### src/verilog/mem_msg_pkg.sv
//----------------------------------------
// Memory message package
// Field widths, op codes and the request
// and response structs of the server
//----------------------------------------

package mem_msg_pkg;

  //----------------------------------------
  // Field widths
  //----------------------------------------

  // Byte address
  parameter int mem_addr_bits = 16;
  // Word data
  parameter int mem_data_bits = 32;
  // Opaque tag, echoed untouched
  parameter int mem_opaq_bits = 8;
  // Length, 0 means the full word
  parameter int mem_len_bits  = 2;

  //----------------------------------------
  // Op codes
  //----------------------------------------

  // Values 2 and 3 are undefined ops
  typedef enum logic [1:0] {
    mem_op_read  = 2'd0,
    mem_op_write = 2'd1
  } mem_op_e;

  //----------------------------------------
  // Messages, 60 bits each
  //----------------------------------------

  typedef struct packed {
    mem_op_e                    op;
    logic [mem_opaq_bits-1:0]   opaque;
    logic [mem_addr_bits-1:0]   addr;
    logic [mem_len_bits-1:0]    len;
    logic [mem_data_bits-1:0]   data;
  } mem_req_t;

  // Same layout, data holds the read result
  typedef struct packed {
    mem_op_e                    op;
    logic [mem_opaq_bits-1:0]   opaque;
    logic [mem_addr_bits-1:0]   addr;
    logic [mem_len_bits-1:0]    len;
    logic [mem_data_bits-1:0]   data;
  } mem_resp_t;

endpackage

### src/verilog/mem_port_if.sv
//----------------------------------------
// Word array port
// Access strobe, address, length and data
// between control and the word array
//----------------------------------------

`timescale 1ns/1ps

interface mem_port_if;

  import mem_msg_pkg::*;

  // Access strobe and write select
  logic                       en;
  logic                       we;
  // Byte address and length of the access
  logic [mem_addr_bits-1:0]   addr;
  logic [mem_len_bits-1:0]    len;
  // Write data in, read data out
  logic [mem_data_bits-1:0]   wdata;
  // Valid the cycle after an en cycle
  logic [mem_data_bits-1:0]   rdata;

  // Control side
  modport ctrl (output en, we, addr, len, wdata, input rdata);

  // Array side
  modport array (input en, we, addr, len, wdata, output rdata);

endinterface

### src/verilog/mem_server_ctrl.sv
//----------------------------------------
// Memory server control
// Two-state FSM, pops a request, runs the
// array access and pushes the response
//----------------------------------------

`timescale 1ns/1ps

module mem_server_ctrl (
  input  logic                   clk,
  input  logic                   rst,

  // Request queue head
  input  logic                   req_empty,
  input  mem_msg_pkg::mem_req_t  req_msg,
  output logic                   req_pop,

  // Response queue tail
  input  logic                   resp_full,
  output logic                   resp_push,
  output mem_msg_pkg::mem_resp_t resp_msg,

  // Word array access
  mem_port_if.ctrl               mem
);

  import mem_msg_pkg::*;

  typedef enum logic {
    st_issue,
    st_respond
  } state_e;

  state_e                   state;
  logic                     issue_go;
  // Request fields held for the response
  mem_op_e                  op_q;
  logic [mem_opaq_bits-1:0] opaque_q;
  logic [mem_addr_bits-1:0] addr_q;
  logic [mem_len_bits-1:0]  len_q;

  //----------------------------------------
  // Issue side
  //----------------------------------------

  // Need a request and room for its answer
  assign issue_go = (state == st_issue) && !req_empty && !resp_full;

  assign req_pop   = issue_go;
  assign mem.en    = issue_go;
  // Only a real write op touches memory
  assign mem.we    = issue_go && (req_msg.op == mem_op_write);
  assign mem.addr  = req_msg.addr;
  assign mem.len   = req_msg.len;
  assign mem.wdata = req_msg.data;

  // FSM
  always_ff @(posedge clk) begin
    if (rst) begin
      state <= st_issue;
    end else begin
      case (state)
        st_issue:   if (issue_go) state <= st_respond;
        st_respond: state <= st_issue;
        default:    state <= st_issue;
      endcase
    end
  end

  // Latch echo fields on the issue edge
  always_ff @(posedge clk) begin
    if (issue_go) begin
      op_q     <= req_msg.op;
      opaque_q <= req_msg.opaque;
      addr_q   <= req_msg.addr;
      len_q    <= req_msg.len;
    end
  end

  //----------------------------------------
  // Respond side
  //----------------------------------------

  // rdata lands during the respond cycle
  assign resp_push = (state == st_respond);

  always_comb begin
    resp_msg.op     = op_q;
    resp_msg.opaque = opaque_q;
    resp_msg.addr   = addr_q;
    resp_msg.len    = len_q;
    // Writes and undefined ops answer zero
    resp_msg.data   = (op_q == mem_op_read) ? mem.rdata : '0;
  end

  a_push_room: assert property (@(posedge clk) disable iff (rst) resp_push |-> !resp_full)
    else $error("mem_server_ctrl: push while response queue full");

endmodule

### src/flat_wrapper.sv
// flat-port wrapper written by rule: the top's interface ports become plain ports
module mem_server_ctrl_flat import mem_msg_pkg::*;
  (clk, rst, req_empty, req_msg, req_pop, resp_full, resp_push, resp_msg, mem_en, mem_we, mem_addr, mem_len, mem_wdata, mem_rdata);
  mem_port_if mem_i ();
  input  logic clk;
  input  logic rst;
  input  logic req_empty;
  input  mem_msg_pkg::mem_req_t req_msg;
  output logic req_pop;
  input  logic resp_full;
  output logic resp_push;
  output mem_msg_pkg::mem_resp_t resp_msg;
  output wire logic [$bits(mem_i.en)-1:0] mem_en;
  output wire logic [$bits(mem_i.we)-1:0] mem_we;
  output wire logic [$bits(mem_i.addr)-1:0] mem_addr;
  output wire logic [$bits(mem_i.len)-1:0] mem_len;
  output wire logic [$bits(mem_i.wdata)-1:0] mem_wdata;
  input wire logic [$bits(mem_i.rdata)-1:0] mem_rdata;
  assign mem_en = mem_i.en;
  assign mem_we = mem_i.we;
  assign mem_addr = mem_i.addr;
  assign mem_len = mem_i.len;
  assign mem_wdata = mem_i.wdata;
  assign mem_i.rdata = mem_rdata;
  mem_server_ctrl u_core (.clk(clk), .rst(rst), .req_empty(req_empty), .req_msg(req_msg), .req_pop(req_pop), .resp_full(resp_full), .resp_push(resp_push), .resp_msg(resp_msg), .mem(mem_i));
endmodule
### config.mk
export PLATFORM = sky130hd
export DESIGN_NAME = mem_server_ctrl_flat
export DESIGN_NICKNAME = d
export VERILOG_FILES = /design/src/verilog/mem_msg_pkg.sv /design/src/verilog/mem_port_if.sv /design/src/verilog/mem_server_ctrl.sv /design/src/flat_wrapper.sv
export SDC_FILE = /design/constraint.sdc
export NUM_CORES = 1
export LEC_CHECK = 0
export ABC_AREA = 1
export ABC_CLOCK_PERIOD_IN_PS = 3160
export BUFFER_PORTS_ARGS = -buffer_cell sky130_fd_sc_hd__buf_2
export CAP_MARGIN = 10
export CORE_AREA = 5 5 78 80
export DETAILED_ROUTE_END_ITERATION = 12
export DIE_AREA = 0 0 83 85
export GPL_TIMING_DRIVEN = 0
export PLACE_DENSITY = 0.89
export SYNTH_ARGS = -nofsm -noshare
export SYNTH_HDL_FRONTEND = slang
export SYNTH_SLANG_ARGS = --single-unit
### constraint.sdc
create_clock -name clk -period 3.16 [get_ports clk]
set_clock_uncertainty 0.2 [all_clocks]
set_input_delay 0.948 -clock clk [delete_from_list [all_inputs] [get_ports clk]]
set_output_delay 0.948 -clock clk [all_outputs]
set_load 0.005 [all_outputs]
==> impl_results.md, run 1 <==
- Status: completed
- Most common library cells after synthesis: buf_4, inv_1, edfxtp_1
- Post-Syn Area per Cell: 10.1 um2
- Max-slew headroom: 0.558
- Ant diodes: 0
- GRT Util Overall: 0.142
- CP endpoint kind: output pin
- Worst hold start: u_core.resp_push
- Unique masters post-synth: 9
- Area Overhead vs Synth: 72.4%
- Skew-Pair Late Insertion Delay: 0.27 ns
- Core ar.: 5340 um2
- Post-synth top area cell: edfxtp_1
- Filler cells: 463
- Clk sinks: 29
- Residual DRC count: 0
- Worst EP arrival: 1.82 ns
- Power Density: 370 nW/um2
- FF+latch count, synth: 29
- Asr flop ratio synth: 0
- DRT Pass-1 Iters: 4
- Die Ht: 85 um
- Post-DP HPWL: 4.60 mm
- Final net count: 446
- Gate count after technology mapping: 157
- DRT Wirelength: 5.27 mm
- Post-synth EDFFs: 28
- Die Area: 7060 um2
- Core Rows: 27
- Crit path time final: 2.97 ns
- Synth top area cells: edfxtp_1, buf_4, inv_1
- Power Total: 1.01 mW
- Final ANT Viol Nets: 0
- CTS hold repair buffers: 0
- Max-Cap Viols: 0
- Sequential element share of the synthesized area: 0.541
- Slew Limit Fails: 0
- Root Buffer Master: clkbuf_8
- Port bufs: 177
- Tightest Pin Transition: 0.659 ns
- Total grt overflow: 0
- Die X: 83 um
- Post-DR wirelength/cell: 12.5 um
- DRT iter0 DRCs: 21
- Syn Nets: 253
- Layout cells sized above 1: 0.735
- Antenna violations before repair: 0
- Clock transition at the registers of the reported paths: 0.06 ns
- Most frequent cell after synthesis: buf_4
- CP max FO: 10
- Clock Path Buffers: 2
- Vias in the first global route: 1635
- Worst Setup SP: resp_full
- First-pass GRT wire length: 8.11 mm
- Avg Vias per Cell: 3.85
- Boundary Pins: 210
- Max Fclk: 337 MHz
- Largest net degree at the start of global routing: 16
- Worst min-delay path category: reg -> reg
- Dominant synthesized flop cell: edfxtp_1
- Final setup vio count: 0
- Crit share post-route: 0.939
- Critical path class: in -> out
- Crit Reg-Reg Startpoint: u_core.resp_push
- RSZ-0062 raised after global routing: no
- Crit start category: primary input
- TritonCTS clock tree: yes
- Post-Route Utilization: 0.514
- Vias after detailed routing: 1627
- Endpoints failing hold: 0
- Synth top area share: 0.529
- Initial Util: 0.298
- Leak pwr: 1.63 nW
- Yosys Warn Count: 0
- Num CTS Buffers: 5
- RD Place Congestion: 0.869
- Max VDD drop: 0.299 mV
- Mapped Area: 1590 um2
- CP required: 2.01 ns
- H-tree depth: 2
power breakdown:
group | internal [mW] | leakage, nW | switching, mW | total, mW
logic | 0.124 | 1.31 | 0.0817 | 0.206
clock network | 0.232 | 0.0528 | 0.131 | 0.364
registers | 0.441 | 0.270 | 0.00378 | 0.445
stage by stage:
step	setup WS, ns	setup TNS (ns)	hold WS, ns	instances	area [um2]
2_1_floorplan	0.0766	0	0.325	157	1590
3_3_place_gp	-0.289	-0.503	0.331	406	2570
3_5_place_dp	-0.409	-0.730	0.369	406	2570
4_1_cts	0.00450	0	0.495	415	2680
5_1_grt	0.0922	0	0.538	423	2740
6_report	0.192	0	0.503	423	2740
what timing repair did:
action                     CTS  global route
gates resized for setup      1             0
cloned                       1             0
setup buffers                0             8
pin swaps                    0             0
setup endpoints to repair    2             1
worst max-delay path, stage by stage:
cell	delay, ns
buf_2	0.07
inv_1	0.04
nand2_1	0.20
clkinvlp_4	0.25
buf_4	0.18
buf_2	0.11
registers in the layout (all words and copies together) (netlist names):
signal and cells:
u_core.addr_q 16, u_core.len_q 2, u_core.op_q 2, u_core.opaque_q 8, u_core.resp_push 1
metal layers:
metal  routed length, um  up-vias  track usage
li1                    -      798            -
met5                   0        -            0
met2                2800      114        0.267
met3                 658       10       0.0660
met4                 117        0       0.0505
met1                1690      705        0.134
cells in the final DEF (no fill, tap or decap):
| cell type | synthesis | layout |
|---|---|---|
| buf_2 | 0 | 177 |
| buf_4 | 51 | 59 |
| buf_6 | 4 | 4 |
| bufinv_16 | 0 | 1 |
| clkbuf_1 | 0 | 1 |
| clkbuf_8 | 0 | 5 |
| clkinv_1 | 0 | 1 |
| clkinvlp_2 | 0 | 1 |
| clkinvlp_4 | 0 | 1 |
| dfxtp_1 | 1 | 1 |
| edfxtp_1 | 28 | 28 |
| inv_1 | 35 | 34 |
| nand2_1 | 2 | 2 |
| nor2_1 | 25 | 25 |
| nor2_2 | 10 | 10 |
| or2_1 | 1 | 1 |
path summary, 6_finish.rpt:
path                                            to  slack [ns]  depth (start not counted)
worst min-delay path              u_core.resp_push        0.50                          3
worst max-delay path                       req_pop        0.19                          6
worst max register to register  u_core.opaque_q[7]        1.29                          3
worst min register to register    u_core.resp_push        0.50                          3
cells by family after synthesis:
logic type,synth area share
buffers and inverters,0.352
and+or+nand+nor,0.107
DFF,0.541
final cells by class:
cell class | instances | area [um2] | area share
clock buffer | 6 | 72.6 | 0.0265
timing repair buffer | 185 | 946 | 0.345
timing repair inverter | 1 | 5.00 | 0.00183
clock inverter | 2 | 33.8 | 0.0123
inverter | 35 | 135 | 0.0493
sequential | 29 | 861 | 0.314
multi-input combinational | 38 | 170 | 0.0621
buffer | 55 | 428 | 0.156
tap | 72 | 90.1 | 0.0329
No activity file was read; power rests on OpenSTA's default activity.
==> inputs of run 2 (changes only) <==
--- a/config.mk
+++ b/config.mk
@@ -13,7 +13,7 @@
 export DETAILED_ROUTE_END_ITERATION = 12
 export DIE_AREA = 0 0 83 85
 export GPL_TIMING_DRIVEN = 0
-export PLACE_DENSITY = 0.89
+export PLACE_DENSITY = 0.78
 export SYNTH_ARGS = -nofsm -noshare
 export SYNTH_HDL_FRONTEND = slang
 export SYNTH_SLANG_ARGS = --single-unit
==> impl_results.md, run 2 (same netlist as run 1, synthesis figures left out) <==
- Die Ht: 85 um (unchanged)
- Die Area: 7060 um2 (unchanged)
- Crit share post-route: 0.920 (was 0.939)
- Core ar.: 5340 um2 (unchanged)
- Avg Vias per Cell: 3.77 (was 3.85)
- Antenna violations before repair: 0 (unchanged)
- Final setup vio count: 0 (unchanged)
- Max Fclk: 344 MHz (was 337 MHz)
- Multi-input gate area: 170 um2 (unchanged)
- Worst hold start: u_core.resp_push (unchanged)
- FF-to-FF End: u_core.addr_q[10] (was u_core.opaque_q[7])
- Skew-Pair Late Insertion Delay: 0.27 ns (about the same)
- Worst EP arrival: 1.76 ns (was 1.82 ns)
- DRT iter0 DRCs: 23 (was 21)
- Post-DP HPWL: 4.39 mm (was 4.60 mm)
- CP max FO: 8 (was 10)
- Clock Path Buffers: 2 (unchanged)
- Layout cells sized above 1: 0.734 (was 0.735)
- Area Overhead vs Synth: 71.4% (was 72.4%)
- Core Rows: 27 (unchanged)
- Largest register FFs: 16 (unchanged)
- Max-slew headroom: 0.571 (was 0.558)
- Slew Limit Fails: 0 (unchanged)
- Reg area: 861 um2 (unchanged)
- Ant diodes: 0 (unchanged)
- Reg with most FFs: u_core.addr_q (unchanged)
- Endpoints failing hold: 0 (unchanged)
- Most frequent cells in the layout: buf_2, buf_4, inv_1 (unchanged)
- Power Density: 370 nW/um2 (about the same)
- CP endpoint kind: output pin (unchanged)
- Hold endpoint: u_core.resp_push (unchanged)
- Status: completed (unchanged)
- Total grt overflow: 0 (unchanged)
- Cells after DPL: 406 (unchanged)
- Clock transition at the registers of the reported paths: 0.06 ns (about the same)
- Vias in the first global route: 1560 (was 1635)
- Crit Reg-Reg Startpoint: u_core.resp_push (unchanged)
- Final net count: 444 (was 446)
- Critical path class: in -> out (unchanged)
- Crit start category: primary input (unchanged)
- DRT Wirelength: 5.07 mm (was 5.27 mm)
- Vias after detailed routing: 1589 (was 1627)
- Max VDD drop: 0.291 mV (was 0.299 mV)
- Root Buffer Master: clkbuf_8 (unchanged)
- RSZ-0062 raised after global routing: no (unchanged)
- Final Instance Count excl. Fillers: 421 (was 423)
- Max-Cap Viols: 0 (unchanged)
- Worst R2R Path Depth: 3 (unchanged)
- Initial Util: 0.298 (unchanged)
- First-pass GRT wire length: 7.66 mm (was 8.11 mm)
- Residual DRC count: 0 (unchanged)
- Worst min-delay path category: reg -> reg (unchanged)
- Commonest non-fill, non-tap cell in the layout: buf_2 (unchanged)
- Crit path time final: 2.91 ns (was 2.97 ns)
- Setup ws final: 0.252 ns (was 0.192 ns)
- RD Place Congestion: 0.885 (was 0.869)
- Clk sinks: 29 (unchanged)
- CTS hold repair buffers: 0 (unchanged)
- Final ANT Viol Nets: 0 (unchanged)
- Boundary Pins: 210 (unchanged)
- TritonCTS clock tree: yes (unchanged)
- H-tree depth: 2 (unchanged)
- Hold Slack: 0.477 ns (was 0.503 ns)
- Num CTS Buffers: 5 (unchanged)
- Setup TNS: 0 ns (unchanged)
- GRT Util Overall: 0.135 (was 0.142)
- Worst hold stages: 3 (unchanged)
- Port bufs: 177 (unchanged)
- Worst Setup SP: resp_full (unchanged)
- Pre-CTS WS: -0.386 ns (was -0.409 ns)
- CP required: 2.01 ns (about the same)
- DRT Pass-1 Iters: 4 (unchanged)
- Leak pwr: 1.62 nW (was 1.63 nW)
- Tightest Pin Transition: 0.640 ns (was 0.659 ns)
- Largest net degree at the start of global routing: 16 (unchanged)
- Die X: 83 um (unchanged)
- Top flop regs: u_core.addr_q x16, u_core.opaque_q x8 (unchanged)
- Filler cells: 498 (was 463)
- Post-DR wirelength/cell: 12.0 um (was 12.5 um)
- R2R Setup Slk: 1.33 ns (was 1.29 ns)
-- run 2: changes by cell type in the layout (fill, tap and decap cells not counted), sizes merged --
cell  previous run  this run
buf            240       238
-- run 2: worst max path at each step --
stage,endpoint,slack (ns)
3_5_place_dp,req_pop,-0.39
4_1_cts,req_pop,0.02
5_1_grt,req_pop,0.18
6_report,req_pop,0.25
2_1_floorplan,req_pop,0.08
3_3_place_gp,req_pop,-0.35
-- run 2: worst max-delay path: stages --
cell and delay (ns):
buf_2 0.07, inv_1 0.03, nand2_1 0.18, clkinvlp_4 0.23, buf_4 0.18, buf_2 0.11
-- run 2: area by class of cell --
cell class	count	area share
plain buffers	55	0.157
clock buffers	6	0.0266
clock inverters	2	0.0124
inverters	35	0.0496
multi-input cells	38	0.0624
flip-flops and latches	29	0.316
well taps	72	0.0330
repair buffers	183	0.341
repair inverters	1	0.00184
-- run 2: layer usage --
metal | global-route usage | wire, um | share of wire
met1 | 0.129 | 1670 | 0.33
met2 | 0.252 | 2740 | 0.54
met3 | 0.0689 | 637 | 0.13
met4 | 0.0446 | 29 | 0.0057
met5 | 0 | 0 | 0
-- run 2: where the power goes --
part	internal, mW	switching (mW)
registers	0.441	0.00435
clock network	0.232	0.129
logic	0.123	0.0792
total	0.796	0.213
-- run 2: repair_timing --
item / CTS / global route
setup buffers: 0 / 6
gates resized for setup: 1 / 0
gates cloned: 1 / 0
setup endpoints to repair: 2 / 1
-- run 2: metrics by stage --
step | power [mW] | instance area (um2) | util
detailed placement | 0.652 | 2570 | 0.481
global route | 1.07 | 2730 | 0.511
floorplan | 0.542 | 1590 | -
global placement | 0.647 | 2570 | 0.481
finish | 1.01 | 2730 | 0.511
CTS | 1.02 | 2680 | 0.502
