--- src/verilog/msg_fifo.sv ---
//----------------------------------------
// Message FIFO
// Synchronous circular buffer, any payload
// type, head visible one cycle after push
//----------------------------------------

`timescale 1ns/1ps

module msg_fifo #(
  parameter type t_msg   = logic [7:0],
  parameter int  p_depth = 4
)(
  input  logic clk,
  input  logic rst,

  input  logic push,
  input  t_msg push_msg,
  input  logic pop,

  output logic full,
  output logic empty,
  output t_msg head_msg
);

  // Pointer width, at least one bit
  localparam int ptr_bits = (p_depth > 1) ? $clog2(p_depth) : 1;
  // Count runs 0 to p_depth inclusive
  localparam int cnt_bits = $clog2(p_depth + 1);

  t_msg                slots [p_depth];
  logic [ptr_bits-1:0] wr_ptr;
  logic [ptr_bits-1:0] rd_ptr;
  logic [cnt_bits-1:0] count;
  logic                push_ok;
  logic                pop_ok;

  assign full  = (count == cnt_bits'(p_depth));
  assign empty = (count == '0);

  // Drop illegal strobes so pointers stay sane
  assign push_ok = push && !full;
  assign pop_ok  = pop && !empty;

  assign head_msg = slots[rd_ptr];

  //----------------------------------------
  // Pointers and occupancy
  //----------------------------------------

  always_ff @(posedge clk) begin
    if (rst) begin
      wr_ptr <= '0;
      rd_ptr <= '0;
      count  <= '0;
    end else begin
      if (push_ok)
        wr_ptr <= (wr_ptr == ptr_bits'(p_depth - 1)) ? '0 : wr_ptr + 1'b1;
      if (pop_ok)
        rd_ptr <= (rd_ptr == ptr_bits'(p_depth - 1)) ? '0 : rd_ptr + 1'b1;
      // Simultaneous push and pop keeps the count
      case ({push_ok, pop_ok})
        2'b10:   count <= count + 1'b1;
        2'b01:   count <= count - 1'b1;
        default: count <= count;
      endcase
    end
  end

  // Payload storage
  always_ff @(posedge clk) begin
    if (push_ok)
      slots[wr_ptr] <= push_msg;
  end

  // Senders must honour the flags
  a_no_push_full: assert property (@(posedge clk) disable iff (rst) !(push && full))
    else $error("msg_fifo: push while full");
  a_no_pop_empty: assert property (@(posedge clk) disable iff (rst) !(pop && empty))
    else $error("msg_fifo: pop while empty");

endmodule
--- config.mk ---
export PLATFORM = sky130hd
export DESIGN_NAME = msg_fifo
export DESIGN_NICKNAME = d
export VERILOG_FILES = /design/src/verilog/msg_fifo.sv
export SDC_FILE = /design/constraint.sdc
export NUM_CORES = 1
export LEC_CHECK = 0
export BUFFER_PORTS_ARGS = -buffer_cell sky130_fd_sc_hd__buf_4
export CORE_AREA = 2 2 64 66
export DETAILED_ROUTE_END_ITERATION = 8
export DIE_AREA = 0 0 66 68
export PLACE_DENSITY_LB_ADDON = 0.08
export SLEW_MARGIN = 20
export SYNTH_ARGS = -nofsm -noshare
export SYNTH_HDL_FRONTEND = slang
export SYNTH_SLANG_ARGS = --single-unit
--- constraint.sdc ---
create_clock -name clk -period 5.9 [get_ports clk]
set_input_delay 0.885 -clock clk [delete_from_list [all_inputs] [get_ports clk]]
set_output_delay 0.885 -clock clk [all_outputs]
set_load 0.03 [all_outputs]
==> flow_summary.ini, run 1 <==
[routing]
drt_iter0_drc = 28
drt-vias-per-instance = 5.047
totalWireLength_um = 2636
drc = 0
wl_per_cell_um = 15.42
drt_pass1_iterations = 4
via_count = 863
drtAntennaViolNets = 0

[floorplanning]
die_w_um = 66
die_y_um = 68
fp-row-count = 23
ios = 22
initial_core_util_pct = 42.73
core_area_um2 = 3856
dieArea_um2 = 4488

[cts]
cts-buffers-inserted = 5
cts.sinks = 41
ctsRootBufferMaster = clkbuf_8
clk_pin_slew_ns = 0.08
cts_tree = yes
cts_resized = 0
worstSkewPairLatency_ns = 0.29
ctsLongestPathBuffers = 2
cts.hold.buffers_added = 0
h-tree-depth = 2
post_cts_buffers = 0

[worst_setup_path]
crit_path_start_kind = register
r2r_start = count[2]
worstPathMaxFanout = 8
critPathKind = reg2out
crit_path_end_kind = primary output
crit_required_ns = 5.02
crit_arrival_ns = 1.73

[pwr]
p_per_area_nw_per_um2 = 422.5
leakagePower_nw = 0.7201
ir_drop_mv = 0.2244

[place]
hpwl_um = 1767
io_buffers = 21
gp_congestion = 0.7887
dp_cells = 163
pre_cts_ws_ns = 3.271

[sta]
slew_headroom_pct = 59.10
tns_ns = 0
skew_ns = 0.006759
fin_crit_sh_pct = 44.37
finalCriticalPeriod_ns = 2.618
fmax_ghz = 0.3820
finalSetupViolations = 0
worstMarginPinSlew_ns = 0.6084
final-hold-violation-count = 0
rsz0062_at_grt = false
worst_slack_ns = 3.282
slew_viol_final = 0

[grt]
grt_pass1_wl_um = 4167
grt_antenna_before_repair = 0
track_usage_pct = 13.74
grt_pass1_vias = 852
overflow = 0
grt_max_degree = 13

[synth]
netlist_area_um2 = 1648
yosysWarnings = 0
ys_types = 27
seq_area_frac_synth_pct = 69.25
syn_avg_cell_area_um2 = 17.16
synth-seq-cells = 41
synth_cells = 96
synth_nets = 115

[finish]
n_antenna_cell = 0
drive_above_1_share_pct = 33.06
layout.nets = 139
syn2layout_area_growth_pct = 17.39
nFillCells = 355
fin_cells = 171

[hold_path]
hold_path.class = reg2reg
hold_start = rd_ptr[0]

[outcome]
status = finished, final reports clean

[job]
max_cap_violations = 0
-- Yosys cell counts --
master	n	area, um^2
nand3_1	2	10.01
a21o_1	1	7.510
buf_1	1	3.750
buf_2	1	5.000
nor2_1	4	15.01
dfxtp_1	9	180.2
fa_1	1	20.02
or3_2	1	7.510
and3_1	2	12.51
and2_4	1	8.760
or3_1	1	6.260
mux4_2	8	180.2
a21oi_1	4	20.02
or3b_1	1	8.760
nor3_1	2	10.01
o21ai_0	1	5.000
mux2i_1	1	10.01
edfxtp_1	32	960.9
and3_2	2	15.01
ha_1	6	75.07
xor2_1	2	17.52
o31ai_1	1	7.510
inv_1	8	30.03
clkbuf_1	1	3.750
buf_6	1	11.26
o31ai_2	1	12.51
nand2_1	1	3.750
-- final timing paths --
check | end | slack, ns | depth (start not counted)
min | register | 0.49 | 2
max | head_msg[4] | 3.28 | 2
max reg2reg | count[2] | 3.33 | 9
min reg2reg | register | 0.49 | 2
-- placed cells by master (no fill, tap or decap), types with 2 or more instances in the layout --
cell / n
a21oi_1: 4
and3_1: 2
and3_2: 2
buf_4: 21
clkbuf_1: 2
clkbuf_8: 6
dfxtp_1: 9
edfxtp_1: 32
ha_1: 6
inv_1: 8
mux4_2: 8
nand3_1: 2
nor2_1: 4
nor3_1: 2
xor2_1: 2
-- power by group --
group          leakage [nW]  switching, mW  total, mW  internal, mW
combinational         0.307          0.137      0.248         0.112
clock                0.0455         0.0889      0.184        0.0953
sequential            0.367         0.0335      0.385         0.351
total                 0.720          0.259      0.817         0.558
-- critical path, stage by stage, from the launching register on --
cell and delay, ns:
dfxtp_1 0.68, mux4_2 0.57, buf_4 0.18
-- per-layer routing --
metal	GRT usage [%]	part of all wire, %	up-vias
met5	0	0	-
met4	9.949	2.7	0
met3	4.112	5.2	7
met2	23.11	51	22
met1	14.86	41	430
li1	-	-	404
-- registers in the layout, indices dropped and copies added, names as in the netlist, named ones only --
register  flops
count         3
slots        32
rd_ptr        2
wr_ptr        2
-- kinds of logic (layout without fill, tap and decap cells) --
group	after synthesis	count (layout)	synth area share (%)
DFF	41	41	69.25
adders and majority gates	7	7	5.771
AOI/OAI and AO/OA	8	8	3.189
and+or+nand+nor	17	17	5.922
buffers and inverters	12	37	3.264
xor gates and xnor gates	2	2	1.063
muxes	9	9	11.54
-- per-stage QoR --
stage | hold slack [ns] | power [mW] | instance area [um^2] | util (%)
floorplan | 0.4634 | 0.5658 | 1648 | -
global placement | 0.4774 | 0.6382 | 1844 | 47.83
detailed placement | 0.4852 | 0.6453 | 1844 | 47.83
CTS | 0.4958 | 0.8294 | 1934 | 50.16
global route | 0.5233 | 0.8658 | 1934 | 50.16
finish | 0.4936 | 0.8173 | 1934 | 50.16
-- layout make-up --
type / count / area (um^2) / area share, %
multi-input cells: 43 / 452.9 / 23.42
repair buffers: 21 / 157.7 / 8.150
inverters: 8 / 30.03 / 1.552
well taps: 50 / 62.56 / 3.234
clock buffers: 8 / 90.09 / 4.657
flip-flops and latches: 41 / 1141 / 58.99
Note: power is estimated with default switching activity, not from simulation.
==> inputs of run 2 (changes only) <==
--- a/config.mk
+++ b/config.mk
@@ -5,10 +5,11 @@
 export SDC_FILE = /design/constraint.sdc
 export NUM_CORES = 1
 export LEC_CHECK = 0
+export ABC_AREA = 1
 export BUFFER_PORTS_ARGS = -buffer_cell sky130_fd_sc_hd__buf_4
-export CORE_AREA = 2 2 64 66
+export CORE_AREA = 2 2 65 67
 export DETAILED_ROUTE_END_ITERATION = 8
-export DIE_AREA = 0 0 66 68
+export DIE_AREA = 0 0 67 69
 export PLACE_DENSITY_LB_ADDON = 0.08
 export SLEW_MARGIN = 20
 export SYNTH_ARGS = -nofsm -noshare
==> constraint.sdc (replaced) <==
create_clock -name clk -period 2.6 [get_ports clk]
set_input_delay 0.39 -clock clk [delete_from_list [all_inputs] [get_ports clk]]
set_output_delay 0.39 -clock clk [all_outputs]
set_load 0.03 [all_outputs]
==> flow_summary.ini, run 2 <==
[sta]
whs_ns = 0.3058
tns_ns = 0
rsz0062_at_grt = false
skew_ns = 0.005740
finalCriticalPeriod_ns = 1.895
slew_headroom_pct = 47.77
finalSetupViolations = 0
fin_crit_sh_pct = 72.87
fmax_ghz = 0.5278
final-hold-violation-count = 0
slew_viol_final = 0
worstMarginPinSlew_ns = 0.7806

[job]
max_cap_violations = 0

[worst_setup_path]
r2r_start = count[1]
crit_family = flip-flops
critPathKind = reg2out
cp.depth = 4
rrSetupSlack_ns = 0.74
path_buf_inv = 2
timing.rr.end = count[2]
crit_required_ns = 2.21
crit_arrival_ns = 1.50
r2r_cells = 12
critPathSlowestCell = dfxtp_1
crit_path_start_kind = register
slowest_delay_ns = 0.55
worstPathMaxFanout = 9
crit_path_end_kind = primary output
crit_chain = inv_1, o21ai_0, o22ai_1, buf_4

[floorplanning]
die_w_um = 67
dieArea_um2 = 4623
core_area_um2 = 3914
die_y_um = 69
ios = 22
initial_core_util_pct = 43.51
fp-row-count = 23

[cts]
cts_resized = 0
ctsRootBufferMaster = clkbuf_8
h-tree-depth = 2
cts.hold.buffers_added = 0
cts.sinks = 41
post_cts_buffers = 0
cts-buffers-inserted = 5
worstSkewPairLatency_ns = 0.28
clk_pin_slew_ns = 0.07
ctsLongestPathBuffers = 2
cts_tree = yes

[synth]
synth_nets = 167
synth-seq-cells = 41
seq_area_frac_synth_pct = 67.01
synth_cells = 148
synth-async-reset-ratio_pct = 0
synth_most_common_cell = edfxtp_1
yosys-top-cells-count = edfxtp_1 (32), nor2_1 (28), inv_1 (19)
synth.top_cell.area_share_pct = 56.43
synth_area_leader_cell = edfxtp_1
syn_avg_cell_area_um2 = 11.51
ys_top_cells_by_area = edfxtp_1 (56%), dfxtp_1 (11%), nor2_1 (6.2%), ha_1 (4.4%), inv_1 (4.2%)
ys_types = 19
ys.flop_type = edfxtp_1
yosysWarnings = 0
netlist_area_um2 = 1703
synth_edf_count = 32

[routing]
drtAntennaViolNets = 0
drc = 0
drt_pass1_iterations = 4
drt_iter0_drc = 39
via_count = 1093
wl_per_cell_um = 13.06
totalWireLength_um = 2991
drt-vias-per-instance = 4.773

[place]
gp_congestion = 0.7170
hpwl_um = 2094
dp_cells = 221
io_buffers = 21

[finish]
n_antenna_cell = 0
mostFrequentLayoutCell = edfxtp_1
syn2layout_area_growth_pct = 18.15
fin_cells = 229
layout.nets = 197
largest_reg_flops = 32
drive_above_1_share_pct = 21.23
mostFrequentLayoutCells = edfxtp_1 (32), nor2_1 (28), buf_4 (25)
largest-register = slots
reg.largest.list = slots x32, count x3

[grt]
track_usage_pct = 14.46
grt_pass1_vias = 1102
grt_pass1_wl_um = 4892
overflow = 0
grt_max_degree = 17
grt_antenna_before_repair = 0

[outcome]
status = finished, final reports clean

[hold_path]
hold_start = push_msg[5]
hold_path.class = in2reg
whs_endpoint = slots[3][5]
worstHoldPathCells = 1

[pwr]
leakagePower_nw = 0.8149
ir_drop_mv = 0.5317
p_per_area_nw_per_um2 = 1008
[run 2: worst register-to-register path, cell delays in order, from the launching register on]
cell and delay (ns):
dfxtp_1 0.33, nor2_1 0.20, nand2_2 0.12, nand2_2 0.15
ha_1 0.19, inv_1 0.07, fa_1 0.38, inv_1 0.07
nand2_1 0.06, nand3_1 0.08, nand2_1 0.05, inv_1 0.05
nor2_1 0.03
[run 2: stage by stage]
stage | setup slack, ns | instance area, um^2 | util [%] | power [mW]
finish | 0.7053 | 2012 | 51.41 | 2.028
global route | 0.5728 | 2012 | 51.41 | 2.151
CTS | 0.6997 | 2012 | 51.41 | 2.054
detailed placement | 0.7583 | 1931 | 49.33 | 1.667
global placement | 0.8463 | 1931 | 49.33 | 1.647
floorplan | 0.9785 | 1703 | - | 1.411
[run 2: where the power goes]
group	internal, mW	switching [mW]
Sequential	0.804	0.0624
Combinational	0.276	0.506
Clock	0.188	0.191
Total	1.27	0.760
[run 2: cell families (layout without fill, tap and decap cells)]
group,after synthesis,in the layout,synth area share (%)
AOI/OAI and AO/OA,30,30,9.846
adders and majority gates,7,7,5.584
buffers and inverters,22,53,5.731
DFF,41,41,67.01
and+or+nand+nor,48,48,11.83
[run 2: worst max path at each step]
stage | from | end | slack [ns]
detailed placement | count[1] | count[2] | 0.76
global placement | count[1] | count[2] | 0.85
global route | count[1] | count[2] | 0.57
finish | register | head_msg[0] | 0.71
floorplan | count[1] | count[2] | 0.98
CTS | register | head_msg[0] | 0.70
[run 2: routing by layer]
metal	up-vias	global-route usage, %	part of all wire (%)
met5	-	0	0
met1	499	15.61	39
met2	27	26.62	56
met4	0	3.401	0.64
li1	565	-	-
met3	2	4.568	4.1
[run 2: area by class of cell]
type                       instances  area, um^2
clock buffer                       7       76.32
sequential                        41        1141
inverter                          20       75.07
fill                             367        1902
timing repair buffer              25       187.7
clock inverter                     1       5.005
tap                               50       62.56
multi-input combinational         85       464.2
==> inputs of run 3 (changes only) <==
==> constraint.sdc (replaced) <==
create_clock -name clk -period 1.7 [get_ports clk]
set_input_delay 0.255 -clock clk [delete_from_list [all_inputs] [get_ports clk]]
set_output_delay 0.255 -clock clk [all_outputs]
set_load 0.03 [all_outputs]
==> flow_summary.ini, run 3 (synthesis gave the netlist of run 2 again) <==
[grt]
track_usage_pct = 14.24
grt_pass1_wl_um = 4802
grt_max_degree = 17
grt.busiest_layer = met2
gr-usage-met2_pct = 25.19
overflow = 0
grt.met1_usage_pct = 15.53
grt_antenna_before_repair = 0
grt_pass1_vias = 1069
groute.layer.met3.usage_pct = 4.078

[pwr]
ir_drop_mv = 0.8039
leakagePower_nw = 0.8609
power.total_mw = 3.298
p_per_area_nw_per_um2 = 1558

[routing]
via_count = 1102
totalWireLength_um = 3043
drtAntennaViolNets = 0
wl_per_cell_um = 12.89
drt_pass1_iterations = 4
drt_iter0_drc = 45
drt-vias-per-instance = 4.669
drc = 0

[worst_setup_path]
crit_arrival_ns = 1.80
critPathKind = reg2reg
crit_family = adder cells
worstPathMaxFanout = 3
crit_path_start_kind = register
critPathSlowestCell = fa_2
path_buf_inv = 5
crit_path_frequent_cell = inv_2
slowest_delay_ns = 0.38
crit_chain = inv_2, nand2_2, nand2_2, inv_2, ha_4, inv_2, fa_2, inv_2, nand2_2, nand3_2, nand2_1, inv_1, nor2_1
crit_path_end_kind = register
crit_required_ns = 1.88

[cts]
cts-buffers-inserted = 5
worstSkewPairLatency_ns = 0.28
h-tree-depth = 2
ctsLongestPathBuffers = 2
cts_tree = yes
cts.sinks = 41
clk_pin_slew_ns = 0.07
ctsRootBufferMaster = clkbuf_8

[sta]
fmax_ghz = 0.6191
slew_headroom_pct = 79.65
skew_ns = 0.007632
worst_slack_ns = 0.08474
whs_ns = 0.1688
tns_ns = 0
final-hold-violation-count = 0
slew_viol_final = 0
fin_crit_sh_pct = 95.02
worstMarginPinSlew_ns = 0.3048
finalSetupViolations = 0
finalCriticalPeriod_ns = 1.615

[finish]
fin_area_um2 = 2117
layout.nets = 204
mostFrequentLayoutCells = buf_4 (32), edfxtp_1 (32), nor2_1 (27)
reg.largest.list = slots x32, count x3
largest-register = slots
drive_above_1_share_pct = 33.33
largest_reg_flops = 32
syn2layout_area_growth_pct = 24.32
n_antenna_cell = 0

[floorplanning]
dieArea_um2 = 4623
ios = 22
core_area_um2 = 3914
die_w_um = 67
die_y_um = 69
initial_core_util_pct = 43.51
fp-row-count = 23

[place]
gp_congestion = 0.7331
placed_area_um2 = 1968
io_buffers = 21
pre_cts_ws_ns = -0.07950
hpwl_um = 2065

[job]
max_cap_violations = 0

[hold_path]
hold_path.class = in2reg

[outcome]
status = finished, final reports clean
## run 3: changes by cell type in the layout (fill, tap and decap cells not counted), moves of 2 or more
cell,previous run,this run
buf_4,25,32
inv_1,19,14
inv_2,1,6
nand2_1,12,8
dfxtp_1,9,6
dfxtp_2,0,3
nand2_2,2,4
nand2_4,0,2
## run 3: where the power goes
part	switching (mW)	internal (mW)	total (mW)
Clock	0.297	0.284	0.581
Sequential	0.0884	1.24	1.32
Combinational	0.856	0.538	1.39
Total	1.24	2.06	3.30
## run 3: stage by stage
| stage | cells | util (%) |
|---|---|---|
| after floorplan | 148 | - |
| after global placement | 226 | 50.29 |
| after detailed placement | 226 | 50.29 |
| after CTS | 234 | 52.56 |
| after global routing | 236 | 54.09 |
| final | 236 | 54.09 |
## run 3: worst paths after layout
check               from           to  slack [ns]  cells after the start
min          push_msg[4]  slots[2][4]        0.17                      1
max             count[2]     count[2]        0.08                     13
max reg2reg     count[2]     count[2]        0.08                     13
min reg2reg    rd_ptr[1]    rd_ptr[1]        0.54                      2
## run 3: layer usage
| metal | share of wire (%) | wire length, um |
|---|---|---|
| met4 | 0.69 | 21 |
| met2 | 54 | 1647 |
| met5 | 0 | 0 |
| met3 | 4.2 | 128 |
| met1 | 41 | 1246 |
## run 3: repair_timing
item / CTS / global route
gates resized for setup: 3 / 17
buffers inserted: 0 / 2
pin swaps: 0 / 4
endpoints found under the setup margin: 1 / 7
hold buffers: 0 / 0
## run 3: layout make-up
class / count / area [um^2]
Fill cell: 359 / 1797
Timing Repair Buffer: 32 / 240.2
Multi-Input combinational cell: 85 / 511.7
Clock buffer: 6 / 72.57
Tap cell: 50 / 62.56
Clock inverter: 2 / 10.01
Inverter: 20 / 75.07
Sequential cell: 41 / 1145
## run 3: worst reg2reg max path, delay by kind of cell (launching register included)
| kind | cells | cell delay (ns) |
|---|---|---|
| fa+ha+maj | 2 | 0.51 |
| flops | 1 | 0.36 |
| simple gates | 6 | 0.35 |
| buf+inv | 5 | 0.28 |
